`src/isa_pkg.sv`:
```
// RV32I opcodes, funct3 codes, instruction field layouts and immediate type
package isa_pkg;

    typedef logic [6:0] opcode_t;
    typedef logic [2:0] funct3_t;
    typedef logic [31:0] imm_t;

    // Major opcodes
    localparam opcode_t LOAD   = 7'b0000011;
    localparam opcode_t OP_IMM = 7'b0010011;
    localparam opcode_t AUIPC  = 7'b0010111;
    localparam opcode_t STORE  = 7'b0100011;
    localparam opcode_t OP     = 7'b0110011;
    localparam opcode_t LUI    = 7'b0110111;
    localparam opcode_t BRANCH = 7'b1100011;
    localparam opcode_t JALR   = 7'b1100111;
    localparam opcode_t JAL    = 7'b1101111;

    // funct3 codes shared across branch, load, store and ALU groups
    localparam funct3_t BEQ_LB_SB_ADD_SUB = 3'b000;
    localparam funct3_t BNE_LH_SH_SLL     = 3'b001;
    localparam funct3_t LW_SW_SLT         = 3'b010;
    localparam funct3_t SLTU_SLTIU        = 3'b011;
    localparam funct3_t BLT_LBU_XOR       = 3'b100;
    localparam funct3_t BGE_LHU_SRL_SRA   = 3'b101;
    localparam funct3_t BLTU_OR           = 3'b110;
    localparam funct3_t BGEU_AND          = 3'b111;

    typedef union packed {
        struct packed {
            logic [6:0] funct7;
            logic [4:0] rs2;
            logic [4:0] rs1;
            funct3_t    funct3;
            logic [4:0] rd;
            opcode_t    opcode;
        } r;
        struct packed {
            logic [11:0] imm_11_0;
            logic [4:0]  rs1;
            funct3_t     funct3;
            logic [4:0]  rd;
            opcode_t     opcode;
        } i;
        struct packed {
            logic [6:0] imm_11_5;
            logic [4:0] rs2;
            logic [4:0] rs1;
            funct3_t    funct3;
            logic [4:0] imm_4_0;
            opcode_t    opcode;
        } s;
        struct packed {
            logic       imm_12;
            logic [5:0] imm_10_5;
            logic [4:0] rs2;
            logic [4:0] rs1;
            funct3_t    funct3;
            logic [3:0] imm_4_1;
            logic       imm_11;
            opcode_t    opcode;
        } sb;
        struct packed {
            logic [19:0] imm_31_12;
            logic [4:0]  rd;
            opcode_t     opcode;
        } u;
        struct packed {
            logic       imm_20;
            logic [9:0] imm_10_1;
            logic       imm_11;
            logic [7:0] imm_19_12;
            logic [4:0] rd;
            opcode_t    opcode;
        } uj;
    } inst_t;

endpackage

```
`src/core_pkg.sv`:
```
// Pipeline word types, control record, forwarding select and stage payload records
package core_pkg;

    localparam int NUM_REGS = 32;

    typedef logic [31:0] word_t;
    typedef logic [4:0] addr_t;

    // Result kind seen at the output stage
    typedef enum logic [3:0] {
        NULL, REGISTER, LOAD_WORD, LOAD_HALF, LOAD_HALF_UNSIGNED,
        LOAD_BYTE, LOAD_BYTE_UNSIGNED, STORE_WORD, STORE_HALF, STORE_BYTE
    } op_t;

    typedef enum logic [3:0] {
        ADD, SUB, SLL, SLT, SLTU, XOR, SRL, SRA, OR, AND, OP2, ANY
    } fun_t;

    typedef enum logic [2:0] {
        NONE, JAL_OR_JALR, BEQ, BNE, BLT, BGE, BLTU, BGEU
    } jmp_t;

    typedef enum logic {RS1, PC} op1_t;
    typedef enum logic [2:0] {RS2, I_IMM, S_IMM, B_IMM, U_IMM, J_IMM} op2_t;

    // Operand source for forwarding
    typedef enum logic [1:0] {REG, ALU, EXE} rs_t;

    typedef struct packed {
        op_t  op;
        fun_t fun;
        jmp_t jmp;
        op1_t op1;
        op2_t op2;
    } ctrl_t;

    // Control word of an undecodable instruction
    localparam ctrl_t CTRL_KILL = '{NULL, ANY, NONE, RS1, RS2};

    typedef struct packed {
        word_t          pc;
        isa_pkg::inst_t ir;
    } id_t;

    typedef struct packed {
        ctrl_t ctrl;
        word_t pc;
        word_t op1;
        word_t op2;
        word_t rs1;
        word_t rs2;
        addr_t rd;
    } ex_t;

    typedef struct packed {
        op_t   op;
        addr_t rd;
        word_t result;
        word_t store;
        logic  taken;
        word_t target;
    } wb_t;

endpackage

```
`src/pipe_reg.sv`:
```
// Valid/ready pipeline stage register with a type-parameterised payload
`timescale 1ns/1ns

module pipe_reg #(
    parameter type T = logic
) (
    input  logic down,
    input  logic arst_n,
    input  logic advance,
    input  logic in_valid,
    input  T     in_data,
    output logic out_valid,
    output T     out_data
);

    always_ff @(posedge down or negedge arst_n) begin
        if (!arst_n) begin
            out_valid <= 1'b0;
        end else if (advance) begin
            out_valid <= in_valid;
        end
    end

    // Payload only moves with the stage
    always_ff @(posedge down) begin
        if (advance) begin
            out_data <= in_data;
        end
    end

endmodule

```
`src/regfile.sv`:
```
// Integer register file with two asynchronous reads and one synchronous write
`timescale 1ns/1ns

module regfile
    import core_pkg::*;
(
    input  logic  down,
    input  logic  arst_n,
    input  addr_t rs1_addr,
    input  addr_t rs2_addr,
    output word_t rs1_data,
    output word_t rs2_data,
    input  logic  we,
    input  addr_t rd,
    input  word_t wd
);

    word_t regs [NUM_REGS];

    always_ff @(posedge down or negedge arst_n) begin
        if (!arst_n) begin
            for (int i = 0; i < NUM_REGS; i++) begin
                regs[i] <= '0;
            end
        end else if (we && rd != '0) begin
            regs[rd] <= wd;
        end
    end

    // x0 is hard zero
    assign rs1_data = (rs1_addr == '0) ? '0 : regs[rs1_addr];
    assign rs2_data = (rs2_addr == '0) ? '0 : regs[rs2_addr];

endmodule

```
`src/decode.sv`:
```
// Instruction decoder, immediates, operand forwarding and execute stage register
`timescale 1ns/1ns

module decode
    import isa_pkg::*;
    import core_pkg::*;
(
    input  logic  down,
    input  logic  arst_n,
    input  logic  advance,
    input  logic  in_valid,
    input  id_t   in_data,
    input  rs_t   rs1_sel,
    input  rs_t   rs2_sel,
    input  word_t alu_data,
    input  word_t exe_data,
    input  word_t rs1_data,
    input  word_t rs2_data,
    output addr_t rs1_addr,
    output addr_t rs2_addr,
    output logic  illegal,
    output logic  ex_valid,
    output ex_t   ex_data
);

    word_t pc;
    inst_t ir;
    ctrl_t ctrl;
    fun_t  fun;
    imm_t  i_imm;
    imm_t  s_imm;
    imm_t  b_imm;
    imm_t  u_imm;
    imm_t  j_imm;
    word_t rs1;
    word_t rs2;
    word_t op1;
    word_t op2;
    op_t   ex_op;
    ex_t   ex_q;

    function automatic word_t forward(rs_t sel, word_t reg_data, word_t alu, word_t exe);
        case (sel)
            ALU:     return alu;
            EXE:     return exe;
            default: return reg_data;
        endcase
    endfunction

    assign pc = in_data.pc;
    assign ir = in_data.ir;
    assign rs1_addr = ir.r.rs1;
    assign rs2_addr = ir.r.rs2;

    assign i_imm = imm_t'({{20{ir.i.imm_11_0[11]}}, ir.i.imm_11_0});
    assign s_imm = imm_t'({{20{ir.s.imm_11_5[6]}}, ir.s.imm_11_5, ir.s.imm_4_0});
    assign b_imm = imm_t'({{20{ir.sb.imm_12}}, ir.sb.imm_11, ir.sb.imm_10_5, ir.sb.imm_4_1, 1'b0});
    assign u_imm = imm_t'({ir.u.imm_31_12, 12'd0});
    assign j_imm = imm_t'({{12{ir.uj.imm_20}}, ir.uj.imm_19_12, ir.uj.imm_11,
                           ir.uj.imm_10_1, 1'b0});

    // ALU function for OP and OP-IMM, bit 30 gives SUB only on OP
    always_comb begin
        unique case (ir.r.funct3)
            BEQ_LB_SB_ADD_SUB: fun = (ir.r.opcode == OP && ir.r.funct7[5]) ? SUB : ADD;
            BNE_LH_SH_SLL:     fun = SLL;
            LW_SW_SLT:         fun = SLT;
            SLTU_SLTIU:        fun = SLTU;
            BLT_LBU_XOR:       fun = XOR;
            BGE_LHU_SRL_SRA:   fun = ir.r.funct7[5] ? SRA : SRL;
            BLTU_OR:           fun = OR;
            default:           fun = AND;
        endcase
    end

    always_comb begin
        unique case (ir.r.opcode)
            OP_IMM: ctrl = '{REGISTER, fun, NONE, RS1, I_IMM};
            OP:     ctrl = '{REGISTER, fun, NONE, RS1, RS2};
            LUI:    ctrl = '{REGISTER, OP2, NONE, RS1, U_IMM};
            AUIPC:  ctrl = '{REGISTER, ADD, NONE, PC, U_IMM};
            JAL:    ctrl = '{REGISTER, ADD, JAL_OR_JALR, PC, J_IMM};
            JALR:   ctrl = '{REGISTER, ADD, JAL_OR_JALR, RS1, I_IMM};
            BRANCH: begin
                unique case (ir.r.funct3)
                    BEQ_LB_SB_ADD_SUB: ctrl = '{NULL, ADD, BEQ, PC, B_IMM};
                    BNE_LH_SH_SLL:     ctrl = '{NULL, ADD, BNE, PC, B_IMM};
                    BLT_LBU_XOR:       ctrl = '{NULL, ADD, BLT, PC, B_IMM};
                    BGE_LHU_SRL_SRA:   ctrl = '{NULL, ADD, BGE, PC, B_IMM};
                    BLTU_OR:           ctrl = '{NULL, ADD, BLTU, PC, B_IMM};
                    BGEU_AND:          ctrl = '{NULL, ADD, BGEU, PC, B_IMM};
                    default:           ctrl = CTRL_KILL;
                endcase
            end
            LOAD: begin
                unique case (ir.r.funct3)
                    BEQ_LB_SB_ADD_SUB: ctrl = '{LOAD_BYTE, ADD, NONE, RS1, I_IMM};
                    BNE_LH_SH_SLL:     ctrl = '{LOAD_HALF, ADD, NONE, RS1, I_IMM};
                    LW_SW_SLT:         ctrl = '{LOAD_WORD, ADD, NONE, RS1, I_IMM};
                    BLT_LBU_XOR:       ctrl = '{LOAD_BYTE_UNSIGNED, ADD, NONE, RS1, I_IMM};
                    BGE_LHU_SRL_SRA:   ctrl = '{LOAD_HALF_UNSIGNED, ADD, NONE, RS1, I_IMM};
                    default:           ctrl = CTRL_KILL;
                endcase
            end
            STORE: begin
                unique case (ir.r.funct3)
                    BEQ_LB_SB_ADD_SUB: ctrl = '{STORE_BYTE, ADD, NONE, RS1, S_IMM};
                    BNE_LH_SH_SLL:     ctrl = '{STORE_HALF, ADD, NONE, RS1, S_IMM};
                    LW_SW_SLT:         ctrl = '{STORE_WORD, ADD, NONE, RS1, S_IMM};
                    default:           ctrl = CTRL_KILL;
                endcase
            end
            default: ctrl = CTRL_KILL;
        endcase
    end

    assign rs1 = forward(rs1_sel, rs1_data, alu_data, exe_data);
    assign rs2 = forward(rs2_sel, rs2_data, alu_data, exe_data);

    assign op1 = (ctrl.op1 == PC) ? pc : rs1;

    always_comb begin
        case (ctrl.op2)
            I_IMM:   op2 = i_imm;
            S_IMM:   op2 = s_imm;
            B_IMM:   op2 = b_imm;
            U_IMM:   op2 = u_imm;
            J_IMM:   op2 = j_imm;
            default: op2 = rs2;
        endcase
    end

    always_ff @(posedge down or negedge arst_n) begin
        if (!arst_n) begin
            ex_valid <= 1'b0;
            ex_op    <= NULL;
        end else if (advance) begin
            ex_valid <= in_valid;
            ex_op    <= ctrl.op;
        end
    end

    always_ff @(posedge down) begin
        if (advance) begin
            ex_q <= '{ctrl, pc, op1, op2, rs1, rs2, ir.r.rd};
        end
    end

    // Kind comes from the reset flop
    always_comb begin
        ex_data = ex_q;
        ex_data.ctrl.op = ex_op;
    end

    assign illegal = in_valid && (ctrl == CTRL_KILL);

endmodule

```
`src/execute.sv`:
```
// ALU, branch comparison and target, and the result record for the output stage
`timescale 1ns/1ns

module execute
    import core_pkg::*;
(
    input  logic  ex_valid,
    input  ex_t   ex_data,
    output word_t alu_data,
    output wb_t   res,
    output logic  writes
);

    word_t op1;
    word_t op2;
    word_t alu;
    word_t link;
    logic  cmp;

    assign op1  = ex_data.op1;
    assign op2  = ex_data.op2;
    assign link = ex_data.pc + 32'd4;

    always_comb begin
        case (ex_data.ctrl.fun)
            ADD:     alu = op1 + op2;
            SUB:     alu = op1 - op2;
            SLL:     alu = op1 << op2[4:0];
            SLT:     alu = word_t'($signed(op1) < $signed(op2));
            SLTU:    alu = word_t'(op1 < op2);
            XOR:     alu = op1 ^ op2;
            SRL:     alu = op1 >> op2[4:0];
            SRA:     alu = word_t'($signed(op1) >>> op2[4:0]);
            OR:      alu = op1 | op2;
            AND:     alu = op1 & op2;
            OP2:     alu = op2;
            default: alu = '0;
        endcase
    end

    // Branch condition on the forwarded source values
    always_comb begin
        case (ex_data.ctrl.jmp)
            JAL_OR_JALR: cmp = 1'b1;
            BEQ:         cmp = ex_data.rs1 == ex_data.rs2;
            BNE:         cmp = ex_data.rs1 != ex_data.rs2;
            BLT:         cmp = $signed(ex_data.rs1) < $signed(ex_data.rs2);
            BGE:         cmp = $signed(ex_data.rs1) >= $signed(ex_data.rs2);
            BLTU:        cmp = ex_data.rs1 < ex_data.rs2;
            BGEU:        cmp = ex_data.rs1 >= ex_data.rs2;
            default:     cmp = 1'b0;
        endcase
    end

    always_comb begin
        res.op     = ex_data.ctrl.op;
        res.rd     = ex_data.rd;
        res.taken  = cmp;
        res.result = alu;
        res.store  = '0;
        res.target = '0;
        if (ex_data.ctrl.jmp == JAL_OR_JALR) begin
            res.result = link;
        end
        // JALR drops bit 0 of the target
        if (ex_data.ctrl.jmp != NONE) begin
            res.target = {alu[31:1], alu[0] & (ex_data.ctrl.op1 == PC)};
        end
        if (ex_data.ctrl.op != NULL && ex_data.ctrl.op != REGISTER) begin
            res.store = ex_data.rs2;
        end
    end

    assign alu_data = res.result;
    assign writes   = ex_valid && ex_data.ctrl.op == REGISTER && ex_data.rd != '0;

endmodule

```
`src/hazard_ctrl.sv`:
```
// Forwarding selection for both sources and the common pipeline advance enable
`timescale 1ns/1ns

module hazard_ctrl
    import core_pkg::*;
(
    input  logic  res_ready,
    input  logic  out_valid,
    input  addr_t rs1_addr,
    input  addr_t rs2_addr,
    input  addr_t ex_rd,
    input  logic  ex_writes,
    input  addr_t out_rd,
    input  logic  out_writes,
    output rs_t   rs1_sel,
    output rs_t   rs2_sel,
    output logic  advance
);

    // Youngest producer wins
    function automatic rs_t pick(addr_t rs, logic ex_w, addr_t ex_d, logic out_w, addr_t out_d);
        if (ex_w && ex_d == rs) begin
            return ALU;
        end
        if (out_w && out_d == rs) begin
            return EXE;
        end
        return REG;
    endfunction

    assign rs1_sel = pick(rs1_addr, ex_writes, ex_rd, out_writes, out_rd);
    assign rs2_sel = pick(rs2_addr, ex_writes, ex_rd, out_writes, out_rd);

    assign advance = !out_valid || res_ready;

endmodule

```
`src/rv_core_top.sv`:
```
// RV32I pipeline slice: input, decode, execute and output stages with register file
`timescale 1ns/1ns

module rv_core_top
    import core_pkg::*;
(
    input  logic  down,
    input  logic  arst_n,
    input  logic  inst_valid,
    output logic  inst_ready,
    input  word_t inst_pc,
    input  word_t inst_ir,
    output logic  res_valid,
    input  logic  res_ready,
    output op_t   res_op,
    output addr_t res_rd,
    output word_t res_value,
    output word_t res_store,
    output logic  res_taken,
    output word_t res_target,
    output logic  illegal
);

    logic  advance;
    logic  id_valid;
    id_t   id_data;
    logic  ex_valid;
    ex_t   ex_data;
    word_t alu_data;
    wb_t   wb_data;
    logic  ex_writes;
    wb_t   out_data;
    logic  out_writes;
    addr_t rs1_addr;
    addr_t rs2_addr;
    word_t rs1_data;
    word_t rs2_data;
    rs_t   rs1_sel;
    rs_t   rs2_sel;

    pipe_reg #(.T(id_t)) u_in (
        .down      (down),
        .arst_n    (arst_n),
        .advance   (advance),
        .in_valid  (inst_valid),
        .in_data   ({inst_pc, inst_ir}),
        .out_valid (id_valid),
        .out_data  (id_data)
    );

    decode u_decode (
        .down     (down),
        .arst_n   (arst_n),
        .advance  (advance),
        .in_valid (id_valid),
        .in_data  (id_data),
        .rs1_sel  (rs1_sel),
        .rs2_sel  (rs2_sel),
        .alu_data (alu_data),
        .exe_data (out_data.result),
        .rs1_data (rs1_data),
        .rs2_data (rs2_data),
        .rs1_addr (rs1_addr),
        .rs2_addr (rs2_addr),
        .illegal  (illegal),
        .ex_valid (ex_valid),
        .ex_data  (ex_data)
    );

    execute u_execute (
        .ex_valid (ex_valid),
        .ex_data  (ex_data),
        .alu_data (alu_data),
        .res      (wb_data),
        .writes   (ex_writes)
    );

    pipe_reg #(.T(wb_t)) u_out (
        .down      (down),
        .arst_n    (arst_n),
        .advance   (advance),
        .in_valid  (ex_valid),
        .in_data   (wb_data),
        .out_valid (res_valid),
        .out_data  (out_data)
    );

    // Writeback happens as the result leaves
    regfile u_regfile (
        .down     (down),
        .arst_n   (arst_n),
        .rs1_addr (rs1_addr),
        .rs2_addr (rs2_addr),
        .rs1_data (rs1_data),
        .rs2_data (rs2_data),
        .we       (out_writes && res_ready),
        .rd       (out_data.rd),
        .wd       (out_data.result)
    );

    hazard_ctrl u_hazard (
        .res_ready  (res_ready),
        .out_valid  (res_valid),
        .rs1_addr   (rs1_addr),
        .rs2_addr   (rs2_addr),
        .ex_rd      (ex_data.rd),
        .ex_writes  (ex_writes),
        .out_rd     (out_data.rd),
        .out_writes (out_writes),
        .rs1_sel    (rs1_sel),
        .rs2_sel    (rs2_sel),
        .advance    (advance)
    );

    assign out_writes = res_valid && out_data.op == REGISTER && out_data.rd != '0;

    assign inst_ready = advance;
    assign res_op     = out_data.op;
    assign res_rd     = out_data.rd;
    assign res_value  = out_data.result;
    assign res_store  = out_data.store;
    assign res_taken  = out_data.taken;
    assign res_target = out_data.target;

endmodule

```
`config.mk`:
```
export PLATFORM = sky130hd
export DESIGN_NAME = rv_core_top
export DESIGN_NICKNAME = d
export VERILOG_FILES = /design/src/isa_pkg.sv /design/src/core_pkg.sv /design/src/pipe_reg.sv /design/src/regfile.sv /design/src/decode.sv /design/src/execute.sv /design/src/hazard_ctrl.sv /design/src/rv_core_top.sv
export SDC_FILE = /design/constraint.sdc
export NUM_CORES = 2
export LEC_CHECK = 0
export BUFFER_PORTS_ARGS = -buffer_cell sky130_fd_sc_hd__buf_2
export CAP_MARGIN = 10
export CORE_MARGIN = 8
export CORE_UTILIZATION = 55
export CTS_CLUSTER_SIZE = 30
export DETAILED_ROUTE_END_ITERATION = 8
export PLACE_DENSITY = 0.71
export RECOVER_POWER = 25
export SYNTH_ARGS = -nofsm -noshare
export SYNTH_HDL_FRONTEND = slang
export SYNTH_SLANG_ARGS = --single-unit
```
`constraint.sdc`:
```
create_clock -name down -period 9.5 [get_ports down]
set_clock_uncertainty 0.05 [all_clocks]
set_input_delay 0 -clock down [delete_from_list [all_inputs] [get_ports down]]
set_output_delay 0 -clock down [all_outputs]
set_load 0.01 [all_outputs]
```
Word-level counts from Yosys, hierarchy flattened
Cells that the tools add are included.
{"block": "totals", "ff_bits": 1374, "in_bits": 68, "out_inout_bits": 109, "elab_cells": 191}
{"block": "op_classes", "n_addsub": 3, "magnitude_cmp": 10, "n_eq_ne": 52, "n_shift": 3, "muxes": 39, "n_bitwise": 7, "reduce_logical": 24}
{"op": "$bwmux W1024", "count": 1}
{"op": "$pmux W32 S11", "count": 1}
{"op": "$bmux W32 S5", "count": 2}
{"op": "$mux W32", "count": 9}
{"op": "$demux W32 S5", "count": 1}
{"op": "$pmux W32 S5", "count": 1}
{"op": "$pmux W15 S9", "count": 1}
{"op": "$lt A32 B32 Y1", "count": 4}
{"op": "$pmux W32 S2", "count": 2}
{"op": "$pmux W14 S5", "count": 1}
{"op": "$pmux W11 S6", "count": 1}
{"op": "$ge A32 B32 Y1", "count": 2}
{"op": "$pmux W15 S3", "count": 1}
{"op": "$add A32 B3 Y32 const B", "count": 1}
{"op": "$add A32 B32 Y32", "count": 1}
{"op": "$and A32 B32 Y32", "count": 1}
{"op": "$eq A32 B32 Y1", "count": 1}
{"op": "$ne A32 B32 Y1", "count": 1}
{"op": "$or A32 B32 Y32", "count": 1}
{"op": "$shl A32 B5 Y32", "count": 1}
{"op": "$shr A32 B5 Y32", "count": 1}
{"op": "$sshr A32 B5 Y32", "count": 1}
{"op": "$sub A32 B32 Y32", "count": 1}
{"op": "$xor A32 B32 Y32", "count": 1}
{"op": "33 further kinds", "count": 100}

Logic depth before layout (Yosys ltp)
{"block": "depth", "word_depth": 11, "mapped_depth": 16, "mapped_depth_nobuf": 13}

Hierarchy
A second synthesis with hierarchy kept.
{"block": "hier_totals", "hier_cells": 6139, "area_unflattened_um2": 79266.0}
{"module": "regfile", "instances": 1, "cells_each": 3517, "area_per_inst_um2": 54014.3, "seq_area_each_um2": 25624.6}
{"module": "execute", "instances": 1, "cells_each": 1760, "area_per_inst_um2": 11453.5, "seq_area_each_um2": 0.0}
{"module": "decode", "instances": 1, "cells_each": 650, "area_per_inst_um2": 8316.7, "seq_area_each_um2": 5410.2}
{"module": "pipe_reg at u_out", "instances": 1, "cells_each": 108, "area_per_inst_um2": 3223.1, "seq_area_each_um2": 3208.1}
{"module": "pipe_reg at u_in", "instances": 1, "cells_each": 66, "area_per_inst_um2": 1961.9, "seq_area_each_um2": 1946.9}
{"module": "hazard_ctrl", "instances": 1, "cells_each": 31, "area_per_inst_um2": 256.5, "seq_area_each_um2": 0.0}
{"module": "rv_core_top", "instances": 1, "cells_each": 7, "area_per_inst_um2": 40.0, "seq_area_each_um2": 0.0}

Least setup slack after synthesis
OpenSTA, ideal clock, no wires.
{"block": "synth_path", "path_kind": "register -> register", "from": "register u_out.out_valid", "to": "register u_decode.ex_q, in the netlist u_decode.ex_data[0] (enable)", "setup_ns": 0.697, "arrival_time_ns": 7.436, "required_ns": 8.753, "path_slack_ns": 1.317, "stages_incl_launch_ff": 4, "n_path_buf": 1, "synth_period_minus_slack_ns": 8.183, "cell_sequence": "dfrtp_1 > nor2b_1 > clkbuf_1 > inv_1"}
{"block": "synth_between", "elab_chain_len": 2}
{"item": "start, declared", "line_no": "pipe_reg.sv:12", "source": "output logic out_valid,"}
{"item": "start signal, assigned", "line_no": "pipe_reg.sv:20", "source": "out_valid <= in_valid;"}
{"item": "$logic_not A1 Y1", "line_no": "hazard_ctrl.sv:34", "source": "assign advance = !out_valid || res_ready;"}
{"item": "$logic_or A1 B1 Y1", "line_no": "hazard_ctrl.sv:34"}
{"item": "named net inst_ready", "line_no": "rv_core_top.sv:10", "source": "output logic inst_ready,"}
{"item": "end signal, assigned", "line_no": "decode.sv:145", "source": "ex_q <= '{ctrl, pc, op1, op2, rs1, rs2, ir.r.rd};"}
{"item": "end, declared", "line_no": "decode.sv:40", "source": "ex_t ex_q;"}
The timed path passes the listed nets, and every way through them passes these cells.
A chain may end at the register's enable or synchronous reset.

Final worst setup path
{"block": "layout_path", "from": "register u_decode.ex_q, in the netlist u_decode.ex_data[69]", "to": "register u_decode.ex_q, in the netlist u_decode.ex_data[83] (data pin)"}
{"block": "layout_between", "elab_chain_len": 5, "word_cells_on_any_way": 9, "cone_classes": "add/sub (2); shift (3); mux (4)"}
{"item": "$sub A32 B32 Y32 (tied with other cells)", "line_no": "execute.sv:27", "source": "SUB: alu = op1 - op2;"}
{"item": "$pmux W32 S11 *", "line_no": "execute.sv:25", "source": "case (ex_data.ctrl.fun)"}
{"item": "$mux W32 *", "line_no": "execute.sv:62", "source": "if (ex_data.ctrl.jmp == JAL_OR_JALR) begin"}
{"item": "$pmux W32 S2 *", "line_no": "decode.sv:43", "source": "case (sel)"}
{"item": "named net u_decode.rs2[14]", "line_no": "decode.sv:36", "source": "word_t rs2;"}
{"item": "$pmux W32 S5 *", "line_no": "decode.sv:123", "source": "case (ctrl.op2)"}
{"item": "named net u_decode.op2[14]", "line_no": "decode.sv:38", "source": "word_t op2;"}
The timed path passes the listed nets; every way through them passes the cells marked *.

==> impl_results.md <==
* Status: finished, violations left
* Violated checks: max-capacitance violations, max-slew violations
* Crit. End Element: register
* Syn avg cell area at 12.7 um^2
* CP Launch Type: register
* IO Port Bufs at around 180
* Initial antenna violation count at 10
* Post-Syn Nets at about 6.5k
* Remaining DRCs at 0
* Synth warn at 0
* Pre-antenna DRT Iters at 6
* Synthesized cell area at between 80,000 and 90,000 um^2
* Core Area at 145,000 um^2
* Psw at 8240 uW
* CTS Root Cell: clkbuf_16
* DR vias/cell at 7.11
* Final setup margin at 3.42 ns
* Antenna-violating nets left at 0
* DR vias at 59.6k
* FF-to-FF Start: u_decode.ex_data[69]
* Hold Fails Final Rpt at 0
* Total Power at 21,400 uW
* Synth-to-layout area growth at 11.2%
* Initial core utilization at a little under three fifths
* Post_cts resized at 0
* Pin count of the biggest net entering global routing at 191
* Met1 Track Usage GR at 47.8%
* Yosys reg bits at 1,374
* Kind of critical path: reg -> reg
* Area contributors post-synth: dfrtp_1 32%, mux4_2 15%, mux2_2 15%
* Clock Power Share at 28.5%
* Synth Flop Type: dfrtp_1
* Worst path slowest cell: buf_4
* Post-synth ARST share at 75.0%
* Post-layout util at 61.4%
* Crit share post-route at 64.0%
* Worst-margin pin slew at 4.90 ns
* Crit path time final at 6.08 ns
* Crit path DAT at 6.57 ns
* Setup violators final at 0
* Average routed wire per standard cell at 35.6 um
* Worst-path cell chain: buf_4 -> buf_4 -> mux2_2 -> mux2i_1 -> o21ai_0 -> mux2i_1 -> o22ai_1 -> a211oi_1 -> o21ai_0 -> o21ai_0 -> o21ai_0 -> o21ba_2
* Most Used Layer, Global Route: met2
* Pwr dens at ~240 nW/um^2
* Yosys cell types at between 100 and 150
* Seq/Total Area, Yosys at 45.0%
* Share of cells above drive strength 1 at 34.9%
* CP required at 9.99 ns
* Leakage power at 0.0388 uW
* Setup_tns at 0 ns
* Worst Path Buf+Inv at 2
* Fin. max-slew vios at 364
* Worst hold start: inst_ir[15]
* Top Family by Delay on Critical Path: compound AO/OA/AOI/OAI gates
* I/O pin cnt at between 150 and 200
* Global-route wire length before repair at roughly 430 mm
* Hold depth at 2
* Max Cap Viol at 5
* Max Fanout on Critical Path at 46
* RSZ-0062 raised after global routing: no
* Clock slew at the register clock pins of the worst setup and hold paths at 0.07 ns
* Worst min path class: in -> reg
* Levels on crit path at 12
* Mapped Cells at ~6.3k
* Max Clk Rate at 0.165 GHz
* Worst r2r path cells at 12
* Clock Tree Buf Depth at 3
* # rows at 140
* Sequential share of power at between 30% and 40%
* Htree depth at 4
* Routability cong. at 1.04
* Clk sink count at 1,374
* Power Internal at 13,200 uW
* Nets at 6,537
* Post-synth EDFFs at 343
* Clock latency on the worst-skew pair at 0.80 ns
* WL final at about 300 mm
* Met3 Use GR at 9.96%
* Pre-CTS setup slack at 3.75 ns
* GRT Resource Usage Total at 37.2%
* Post-synth top area share at ~32%
* Die area at about 160,000 um^2
* CP peak stage delay at roughly 0.74 ns
* CTS tree: done
* Max_slew headroom at -226%
* Grt ovf at 0
* Die span in x at between 300 and 400 um
* Die Ht at 398 um
* CTS buffer count at 151
* Initial DRC count at 7,923
* Crit. Startpoint: u_decode.ex_data[69]
* GR Util met2 at 56.5%
* Sw Share at 38.5%
* Post-synth top area cell: dfrtp_1
* Top cell by count, worst path: o21ai_0
* Comb power frac at 33.7%
* Hpwl dp at ~190 mm
* Vias in the first global route at 59.3k
* Peak supply drop at 0.000159 V
## power by group through the flow
stage,logic (uW),registers [uW],clock network (uW)
floorplan,4650,7670,0
global placement,6980,8110,0
detailed placement,6950,8150,0
CTS,7030,8060,6160
global route,7560,8180,6390
finish,7230,8100,6110
## path summary, 6_finish.rpt
path | to | slack, ns
worst max-delay path | u_decode.ex_data[83] | 3.42
worst min-delay path | u_in.out_data[15] | 0.17
worst max register to register | u_decode.ex_data[83] | 3.42
worst min register to register | u_regfile.regs[1004] | 0.35
max in group asynchronous | u_regfile.regs[468] | 3.87
min in group asynchronous | u_regfile.regs[280] | 0.99
## layout make-up
class	instances	area, um^2
antenna	9	22.5
clock buffer	205	4360
clock inverter	65	762
fill	11200	56000
inverter	168	638
multi-input combinational	4157	41400
sequential	1374	36100
tap	1917	2400
timing repair buffer	479	3550
## metrics by stage
step | std cells | hold slack, ns | instance area (um^2)
finish | 8374 | 0.166 | 89200
global route | 8365 | 0.142 | 89200
CTS | 8364 | 0.0623 | 89300
detailed placement | 7960 | 0.0463 | 82800
global placement | 7960 | 0.0348 | 82800
floorplan | 6305 | -0.346 | 80200
## cell usage after synthesis, drive strengths merged (136+ instances only)
library cell and count:
a21oi 250, buf 137, clkbuf 469, dfrtp 1031, edfxtp 343, ha 136, inv 165, mux2 1084
mux2i 249, mux4 546, nand2 270, nor2 354, o21ai 247
## flip-flops by register name (all words and copies together), names as in the netlist
signal / count
u_in.out_valid: 1
u_regfile.regs: 1024
u_decode.ex_valid: 1
u_out.out_data: 106
u_decode.ex_data: 173
u_out.out_valid: 1
u_decode.ex_op: 4
u_in.out_data: 64
## cell families (layout without fill, tap and decap cells)
family	Yosys count	count (layout)	synth area share [%]
XOR/XNOR	55	55	0.601
other	0	9	0
multiplexers	1879	1879	33.7
flip-flops	1374	1374	45.0
AND/OR/NAND/NOR	1051	1051	6.12
buffers and inverters	774	917	3.83
adder cells (fa/ha/maj)	138	138	2.17
AO/OA/AOI/OAI	1034	1034	8.61
## repair_timing
item,in CTS,in global routing
hold buffers,134,0
endpoints found under the hold margin,326,0
setup buffers,0,0
## worst reg2reg max path, cell delays in order, from the launching register on
cell	delay, ns
edfxtp_1	0.42
buf_4	0.59
buf_4	0.81
mux2_2	0.45
mux2i_1	0.38
o21ai_0	0.28
mux2i_1	0.25
o22ai_1	0.15
a211oi_1	0.57
o21ai_0	0.49
o21ai_0	0.58
o21ai_0	0.45
o21ba_2	0.36
## cell usage in the layout, fill, tap and decap left out, types with 20 or more instances in the layout
| cell type | netlist | routed |
|---|---|---|
| a221oi_1 | 73 | 73 |
| dlygate4sd3_1 | 0 | 133 |
| a21oi_1 | 249 | 248 |
| nor2_4 | 0 | 33 |
| mux2i_1 | 249 | 249 |
| clkbuf_1 | 468 | 101 |
| nand3_1 | 112 | 111 |
| ha_1 | 136 | 136 |
| buf_2 | 66 | 102 |
| o221ai_1 | 20 | 20 |
| and2_1 | 22 | 21 |
| clkbuf_8 | 0 | 27 |
| a22oi_1 | 74 | 74 |
| edfxtp_1 | 343 | 343 |
| clkinv_2 | 0 | 28 |
| clkbuf_16 | 0 | 156 |
| o21ai_0 | 236 | 236 |
| xnor2_1 | 29 | 29 |
| nand2b_1 | 32 | 32 |
| and3_1 | 21 | 21 |
| o31ai_1 | 29 | 29 |
| buf_4 | 2 | 152 |
| nor3_1 | 79 | 73 |
| dfrtp_1 | 1031 | 1031 |
| mux2_2 | 1084 | 1084 |
| nand2_1 | 270 | 269 |
| inv_1 | 163 | 161 |
| nand4_1 | 27 | 27 |
| a211oi_1 | 30 | 29 |
| nor2_1 | 354 | 320 |
| o211ai_1 | 31 | 31 |
| a21o_1 | 36 | 36 |
| xor2_1 | 26 | 26 |
| mux4_2 | 545 | 545 |
| a31oi_1 | 42 | 42 |
| nor2b_1 | 34 | 31 |
## layer usage
metal / vias up / routed length, um
met1: 30800 / 110000
li1: 24100 / -
met5: - / 25
met4: 4 / 22600
met2: 3663 / 134000
met3: 993 / 31300
Power figures use the tool's default switching activity.
